File: config.mk
export PLATFORM = sky130hd
export DESIGN_NAME = mult16_wb_top
export DESIGN_NICKNAME = d
export VERILOG_FILES = /design/src/logic/mult_pkg.sv /design/src/logic/fifo_if.sv /design/src/logic/sync_fifo.sv /design/src/logic/mult_pipeline.sv /design/src/logic/wb_mult_regs.sv /design/src/logic/mult16_wb_top.sv
export SDC_FILE = /design/constraint.sdc
export NUM_CORES = 1
export LEC_CHECK = 0
export BUFFER_PORTS_ARGS = -buffer_cell sky130_fd_sc_hd__buf_2
export CELL_PAD_IN_SITES_DETAIL_PLACEMENT = 2
export CELL_PAD_IN_SITES_GLOBAL_PLACEMENT = 2
export CORE_AREA = 3 3 304 306
export CTS_CLUSTER_DIAMETER = 150
export DETAILED_ROUTE_END_ITERATION = 12
export DIE_AREA = 0 0 307 309
export PLACE_DENSITY = 0.56
export REMOVE_ABC_BUFFERS = 1
export SLEW_MARGIN = 0
export SYNTH_ARGS = -nofsm -noshare
export SYNTH_HDL_FRONTEND = slang
export SYNTH_HIERARCHICAL = 1
export SYNTH_SLANG_ARGS = --single-unit
File: constraint.sdc
create_clock -name clk -period 9.4 [get_ports clk]
set_input_delay 1.88 -clock clk [delete_from_list [all_inputs] [get_ports clk]]
set_output_delay 1.88 -clock clk [all_outputs]
set_load 0.05 [all_outputs]
File: src/logic/mult_pkg.sv
`default_nettype none

package mult_pkg;

    localparam int OPERAND_W  = 16;
    localparam int PRODUCT_W  = 32;
    localparam int NUM_PP     = OPERAND_W;   // One partial product per bit of a

    localparam int FIFO_DEPTH = 4;
    localparam int FIFO_PTR_W = $clog2(FIFO_DEPTH);
    localparam int FIFO_CNT_W = $clog2(FIFO_DEPTH + 1);

    localparam int WB_ADR_W = 2;
    localparam int WB_DAT_W = 32;

    // Word addresses
    localparam logic [WB_ADR_W-1:0] ADDR_OPERANDS = 2'd0;
    localparam logic [WB_ADR_W-1:0] ADDR_RESULT   = 2'd1;
    localparam logic [WB_ADR_W-1:0] ADDR_STATUS   = 2'd2;

    typedef logic [OPERAND_W-1:0] operand_t;
    typedef logic [PRODUCT_W-1:0] product_t;

    // Same layout as the bus write word
    typedef struct packed {
        operand_t a;   // Bits 31:16
        operand_t b;   // Bits 15:0
    } operand_pair_t;

    typedef struct packed {
        logic [WB_DAT_W-3:0] reserved;
        logic                operand_full;
        logic                result_ready;   // Result buffer not empty
    } status_t;

    // Ripple of generate/propagate terms, carry in is zero
    function automatic product_t cla_add(input product_t x, input product_t y);
        product_t g;
        product_t p;
        product_t c;
        g    = x & y;
        p    = x ^ y;
        c[0] = 1'b0;
        for (int i = 0; i < PRODUCT_W - 1; i++) begin
            c[i+1] = g[i] | (p[i] & c[i]);
        end
        return p ^ c;
    endfunction

endpackage

`default_nettype wire

File: src/logic/fifo_if.sv
`default_nettype none

interface fifo_if #(
    parameter type payload_t = logic
);

    logic     push;
    payload_t wdata;
    logic     full;
    logic     pop;
    payload_t rdata;   // Head entry, valid while empty is low
    logic     empty;

    modport producer (output push, output wdata, input full);
    modport consumer (output pop, input rdata, input empty);

    // Buffer side of the same signals
    modport wr_side (input push, input wdata, output full);
    modport rd_side (input pop, output rdata, output empty);

endinterface

`default_nettype wire

File: src/logic/sync_fifo.sv
`default_nettype none

module sync_fifo
    import mult_pkg::*;
#(
    parameter type payload_t = product_t
) (
    input  logic     clk,
    input  logic     rst,
    fifo_if.wr_side  wr,
    fifo_if.rd_side  rd
);

    payload_t              mem [FIFO_DEPTH];
    logic [FIFO_PTR_W-1:0] wr_ptr;
    logic [FIFO_PTR_W-1:0] rd_ptr;
    logic [FIFO_CNT_W-1:0] count;

    function automatic logic [FIFO_PTR_W-1:0] next_ptr(input logic [FIFO_PTR_W-1:0] ptr);
        return (ptr == FIFO_PTR_W'(FIFO_DEPTH - 1)) ? '0 : ptr + 1'b1;
    endfunction

    assign wr.full  = (count == FIFO_CNT_W'(FIFO_DEPTH));
    assign rd.empty = (count == '0);
    assign rd.rdata = mem[rd_ptr];   // Fall-through head

    always_ff @(posedge clk) begin
        if (wr.push) begin
            mem[wr_ptr] <= wr.wdata;
        end
    end

    always_ff @(posedge clk) begin
        if (rst) begin
            wr_ptr <= '0;
            rd_ptr <= '0;
            count  <= '0;
        end else begin
            if (wr.push) begin
                wr_ptr <= next_ptr(wr_ptr);
            end
            if (rd.pop) begin
                rd_ptr <= next_ptr(rd_ptr);
            end
            case ({wr.push, rd.pop})
                2'b10:   count <= count + 1'b1;
                2'b01:   count <= count - 1'b1;
                default: count <= count;   // Idle or push with pop
            endcase
        end
    end

endmodule

`default_nettype wire

File: src/logic/mult_pipeline.sv
`default_nettype none

module mult_pipeline
    import mult_pkg::*;
(
    input  logic     clk,
    input  logic     rst,
    fifo_if.consumer op,
    fifo_if.producer res
);

    product_t pp       [NUM_PP];
    product_t s1_sum_d [NUM_PP/2];
    product_t s1_sum   [NUM_PP/2];
    product_t s2_mid   [NUM_PP/4];
    product_t s2_sum_d [NUM_PP/8];
    product_t s2_sum   [NUM_PP/8];
    product_t s3_sum;

    logic v1;
    logic v2;
    logic v3;
    logic stall;
    logic take;

    // Whole pipe freezes when the last stage cannot drain
    assign stall = v3 & res.full;
    assign take  = ~op.empty & ~stall;

    assign op.pop    = take;
    assign res.push  = v3 & ~res.full;
    assign res.wdata = s3_sum;

    // Stage 1: AND-gated partial products, shifted into place, added in pairs
    always_comb begin
        for (int i = 0; i < NUM_PP; i++) begin
            pp[i] = op.rdata.a[i] ? (product_t'(op.rdata.b) << i) : '0;
        end
        for (int k = 0; k < NUM_PP/2; k++) begin
            s1_sum_d[k] = cla_add(pp[2*k], pp[2*k+1]);
        end
    end

    // Stage 2: eight sums down to two
    always_comb begin
        for (int k = 0; k < NUM_PP/4; k++) begin
            s2_mid[k] = cla_add(s1_sum[2*k], s1_sum[2*k+1]);
        end
        for (int k = 0; k < NUM_PP/8; k++) begin
            s2_sum_d[k] = cla_add(s2_mid[2*k], s2_mid[2*k+1]);
        end
    end

    always_ff @(posedge clk) begin
        if (rst) begin
            v1 <= 1'b0;
            v2 <= 1'b0;
            v3 <= 1'b0;
        end else if (!stall) begin
            v1 <= take;
            v2 <= v1;
            v3 <= v2;
        end
    end

    always_ff @(posedge clk) begin
        if (!stall) begin
            s1_sum <= s1_sum_d;
            s2_sum <= s2_sum_d;
            s3_sum <= cla_add(s2_sum[0], s2_sum[1]);   // Stage 3, final product
        end
    end

endmodule

`default_nettype wire

File: src/logic/wb_mult_regs.sv
`default_nettype none

module wb_mult_regs
    import mult_pkg::*;
(
    input  logic                clk,
    input  logic                rst,
    input  logic                wb_cyc,
    input  logic                wb_stb,
    input  logic                wb_we,
    input  logic [WB_ADR_W-1:0] wb_adr,
    input  logic [WB_DAT_W-1:0] wb_dat_w,
    output logic [WB_DAT_W-1:0] wb_dat_r,
    output logic                wb_ack,
    fifo_if.producer            op,
    fifo_if.consumer            res
);

    logic    req;
    logic    op_write;
    logic    res_read;
    status_t status;

    // New request, masked during its own ack cycle
    assign req      = wb_cyc & wb_stb & ~wb_ack;
    assign op_write = req & wb_we & (wb_adr == ADDR_OPERANDS);
    assign res_read = req & ~wb_we & (wb_adr == ADDR_RESULT);

    always_comb begin
        status              = '0;
        status.result_ready = ~res.empty;
        status.operand_full = op.full;
    end

    always_ff @(posedge clk) begin
        if (rst) begin
            wb_ack  <= 1'b0;
            op.push <= 1'b0;
            res.pop <= 1'b0;
        end else begin
            wb_ack  <= req & ~(op_write & op.full);   // Stall the master while full
            op.push <= op_write & ~op.full;
            res.pop <= res_read & ~res.empty;
        end
    end

    // Head of res_q cannot change before the pop, so sample it here
    always_ff @(posedge clk) begin
        if (op_write) begin
            op.wdata <= operand_pair_t'(wb_dat_w);
        end
        if (req & ~wb_we) begin
            case (wb_adr)
                ADDR_RESULT: wb_dat_r <= res.empty ? '0 : WB_DAT_W'(res.rdata);
                ADDR_STATUS: wb_dat_r <= WB_DAT_W'(status);
                default:     wb_dat_r <= '0;
            endcase
        end
    end

endmodule

`default_nettype wire

File: src/logic/mult16_wb_top.sv
`default_nettype none

module mult16_wb_top
    import mult_pkg::*;
(
    input  logic                clk,
    input  logic                rst,
    input  logic                wb_cyc,
    input  logic                wb_stb,
    input  logic                wb_we,
    input  logic [WB_ADR_W-1:0] wb_adr,
    input  logic [WB_DAT_W-1:0] wb_dat_w,
    output logic [WB_DAT_W-1:0] wb_dat_r,
    output logic                wb_ack
);

    fifo_if #(.payload_t(operand_pair_t)) op_q ();
    fifo_if #(.payload_t(product_t))      res_q ();

    // Operand pairs from the bus
    sync_fifo #(
        .payload_t (operand_pair_t)
    ) u_op_fifo (
        .clk (clk),
        .rst (rst),
        .wr  (op_q.wr_side),
        .rd  (op_q.rd_side)
    );

    sync_fifo #(
        .payload_t (product_t)
    ) u_res_fifo (
        .clk (clk),
        .rst (rst),
        .wr  (res_q.wr_side),
        .rd  (res_q.rd_side)
    );

    mult_pipeline u_mult_pipeline (
        .clk (clk),
        .rst (rst),
        .op  (op_q.consumer),
        .res (res_q.producer)
    );

    wb_mult_regs u_wb_mult_regs (
        .clk      (clk),
        .rst      (rst),
        .wb_cyc   (wb_cyc),
        .wb_stb   (wb_stb),
        .wb_we    (wb_we),
        .wb_adr   (wb_adr),
        .wb_dat_w (wb_dat_w),
        .wb_dat_r (wb_dat_r),
        .wb_ack   (wb_ack),
        .op       (op_q.producer),
        .res      (res_q.consumer)
    );

endmodule

`default_nettype wire

==> impl_metrics.py <==
metrics = {
    "yosys": {
        "synth-seq-area-share": 0.626,
        "ys_ff_latch": 570,
        "yosys.area_share.simple": 0.0754,
        "syn_avg_cell_area_sq_um": 17.4,
        "synth_fa_ha_area_frac": 0.192,
        "synthDistinctLibCells": 37,
        "netlist_instances": 1551,
        "yosys_warnings": 6,
        "synth.cell_area_sq_um": 27000,
        "synthXorXnorAreaFrac": 0.00227,
        "synth_edf_count": 546,
        "synth_flop_cell": "edfxtp_1",
        "muxShareOfSynthArea": 0.0555,
        "synth-compound-area-share": 0.00408,
        "ys_async_sr_fraction": 0,
        "synth_top_family_by_area": "adder cells",
    },
    "sta": {
        "fin_hold_ws_ps": 424,
        "finalCritPeriodShare": 0.964,
        "rsz0062_at_grt": "false",
        "worst_slew_pin_slew_ps": 1070,
        "finalHoldViolations": 0,
        "slew_headroom": 0.288,
        "finClkSkew_ps": 27.3,
        "finalSetupViolCount": 0,
        "setup_tns_ps": 0,
        "slew_violations": 0,
        "fmax_ghz": 0.110,
        "fin_crit_ps": 9060,
    },
    "setup_path": {
        "arrival_ps": 9520,
        "slowest_stage": "fa_2",
        "endpoint_kind": "flop",
        "cpPeakStageDelay_ps": 530,
        "rr_worst_depth": 27,
        "r2r_setup_slack_ps": 340,
        "cp_data_required_time_ps": 9860,
        "path_common_cell": "fa_2",
        "critPathKind": "flop to flop",
        "worstPathMaxFanout": 2,
        "r2r-start": "u_mult_pipeline/s1_sum[194]$_SDFFCE_PN0N_",
        "cp-start-kind": "flop",
        "r2r-end": "u_mult_pipeline/s2_sum[55]$_DFFE_PN_",
    },
    "clocking": {
        "clockBufferDepth": 3,
        "numCtsBuffers": 68,
        "cts_sinks": 570,
        "root_buffer": "clkbuf_16",
        "cts_tree": "built",
        "htree_levels": 3,
        "hold_buffers": 0,
        "clk_latency_ps": 600,
        "clk_pin_slew_worst_paths_ps": 60,
        "postCtsSetupBuffers": 0,
    },
    "grt": {
        "grtUsageTotal": 0.123,
        "grt_pass1_wl_mm": 88.7,
        "grt_max_degree": 80,
        "antenna_found_initial": 1,
        "grt_overflow_total": 0,
        "grt_pass1_vias": 14600,
    },
    "pwr": {
        "powerDensity_nw_per_um2": 354,
        "p_sw_mw": 3.71,
        "pwr-share-seq": 0.381,
        "internal_power_mw": 7.21,
        "switching_share": 0.340,
        "leakagePower_nw": 11.7,
        "pwr-share-comb": 0.385,
        "power.total_mw": 10.9,
        "ir_drop_mv": 0.184,
        "power.share.clock": 0.234,
    },
    "die": {
        "die-area_sq_um": 94900,
        "start_util": 0.300,
        "ios": 72,
        "core.rowCount": 110,
        "die_h_um": 309,
        "die_w_um": 307,
        "fp.coreArea_sq_um": 89900,
    },
    "placed_design": {
        "placed_cells_incl_taps": 2767,
        "port_buffers": 71,
        "place.gp.congestion": 0.676,
        "place.detailed.hpwl_mm": 37.7,
    },
    "run": {
        "cap_violations": 0,
    },
    "drt": {
        "avgViaCountPerCell": 4.24,
        "post_drt_wl_per_cell_um": 19.3,
        "ant_nets": 0,
        "vias": 12300,
        "wl_mm": 55.7,
        "drc": 0,
        "first_pass_iters": 4,
        "drt-initial-drc-count": 591,
    },
    "cells_and_area": {
        "layout_commonest_cell": "edfxtp_1",
        "seq_area_sq_um": 16900,
        "fill_cells": 8897,
        "final_cell_mix": "edfxtp_1, and2_1, inv_1",
        "multi_input_area_sq_um": 8990,
        "fin_nets": 1980,
        "finish.utilization": 0.343,
        "syn2layout_area_growth_pct": 14.4,
        "drive_above_1_share": 0.177,
        "final_cells": 2890,
    },
    "hold_path": {
        "hold_path.class": "flop to flop",
        "hold_end": "u_mult_pipeline/res.wdata[7]$_DFFE_PN_",
        "whs_path_depth": 0,
        "hp-start": "u_mult_pipeline/s2_sum[39]$_DFFE_PN_",
    },
    "status": {
        "status": "completed",
    },
}
[layer usage]
layer	track usage	vias up	routed length, um	share of wire
met5	0	-	0	0
met2	0.211	155	27400	0.49
met4	0.0313	0	930	0.017
li1	-	5513	-	-
met1	0.162	6520	25600	0.46
met3	0.0220	70	1750	0.031
[cell usage after synthesis (2+ instances only)]
library cell | instances | area, sq um
buf_4 | 2 | 15.0
buf_12 | 6 | 120
and2_2 | 20 | 150
fa_1 | 224 | 4480
mux2i_1 | 4 | 40.0
a21oi_1 | 11 | 55.1
and3_1 | 3 | 18.8
and2_1 | 257 | 1610
dfxtp_1 | 24 | 480
nor3b_1 | 5 | 37.5
xnor2_1 | 2 | 17.5
nand2_1 | 18 | 67.6
buf_2 | 16 | 80.1
inv_1 | 227 | 852
or3_1 | 2 | 12.5
edfxtp_1 | 546 | 16400
nor2_1 | 17 | 63.8
xor2_1 | 5 | 43.8
mux4_2 | 60 | 1350
mux4_1 | 4 | 105
nor3_1 | 3 | 15.0
buf_6 | 3 | 33.8
clkbuf_2 | 22 | 110
o21ai_0 | 2 | 10.0
ha_1 | 56 | 701
[flip-flops by register name (all words and copies together) (netlist names), named ones only]
register / count
u_mult_pipeline/v1: 1
u_mult_pipeline/res.wdata: 32
u_res_fifo/count: 3
u_mult_pipeline/v3: 1
u_res_fifo/rd_ptr: 2
u_mult_pipeline/v2: 1
u_op_fifo/count: 3
u_wb_mult_regs/res.pop: 1
u_wb_mult_regs/wb_dat_r: 32
u_res_fifo/mem: 128
u_mult_pipeline/s2_sum: 50
u_res_fifo/wr_ptr: 2
u_mult_pipeline/s1_sum: 144
u_wb_mult_regs/op.push: 1
u_op_fifo/rd_ptr: 2
u_wb_mult_regs/wb_ack: 1
u_wb_mult_regs/op.wdata: 32
u_op_fifo/mem: 128
u_op_fifo/wr_ptr: 2
[repair_timing]
item                                    CTS  global route
gates resized for setup                  24             8
endpoints found under the setup margin    8             5
pin swaps                                 1             4
[logic make-up after synthesis]
kind of cell             Yosys count
flip-flops                       570
AND/OR/NAND/NOR                  332
adder cells (fa/ha/maj)          280
buffers and inverters            276
multiplexers                      68
AO/OA/AOI/OAI                     18
XOR/XNOR                           7
[final cells by class]
class,count,share of cell area
diodes,1,0.0000811
clock buffers,91,0.0593
clock inverters,31,0.0103
inverters,227,0.0276
multi-input cells,705,0.291
flip-flops and latches,570,0.547
well taps,1176,0.0477
repair buffers,89,0.0167
[power by group through the flow]
stage / combinational, mW / sequential, mW / clock, mW
6_report: 4.20 / 4.16 / 2.55
4_1_cts: 4.37 / 4.18 / 2.66
5_1_grt: 4.99 / 4.24 / 2.76
3_3_place_gp: 3.96 / 4.19 / 0
2_1_floorplan: 2.57 / 4.14 / 0
3_5_place_dp: 4.20 / 4.23 / 0
[critical path: cells and delay by family (launching register included)]
kind / cells / cell delay (ps)
fa+ha+maj: 23 / 8340
flops: 1 / 330
buf+inv: 4 / 270
[how the worst max path moves through the flow]
stage | endpoint | start | depth (start not counted)
2_1_floorplan | u_mult_pipeline/s2_sum[55]$_DFFE_PN_ | u_mult_pipeline/s1_sum[194]$_SDFFCE_PN0N_ | 27
3_3_place_gp | u_mult_pipeline/s2_sum[55]$_DFFE_PN_ | u_mult_pipeline/s1_sum[194]$_SDFFCE_PN0N_ | 27
3_5_place_dp | u_mult_pipeline/s2_sum[55]$_DFFE_PN_ | u_mult_pipeline/s1_sum[194]$_SDFFCE_PN0N_ | 27
4_1_cts | u_mult_pipeline/s2_sum[55]$_DFFE_PN_ | u_mult_pipeline/s1_sum[194]$_SDFFCE_PN0N_ | 27
5_1_grt | u_mult_pipeline/s1_sum[210]$_DFFE_PN_ | flop | 21
6_report | u_mult_pipeline/s2_sum[55]$_DFFE_PN_ | u_mult_pipeline/s1_sum[194]$_SDFFCE_PN0N_ | 27
[stage by stage]
| step | setup WS [ps] | cell area [sq um] |
|---|---|---|
| after floorplan | -268 | 26600 |
| after global placement | -535 | 28600 |
| after detailed placement | -712 | 28600 |
| after CTS | 4.47 | 30800 |
| after global routing | 4.16 | 30900 |
| final | 338 | 30900 |
Note: power is estimated with default switching activity, not from simulation.
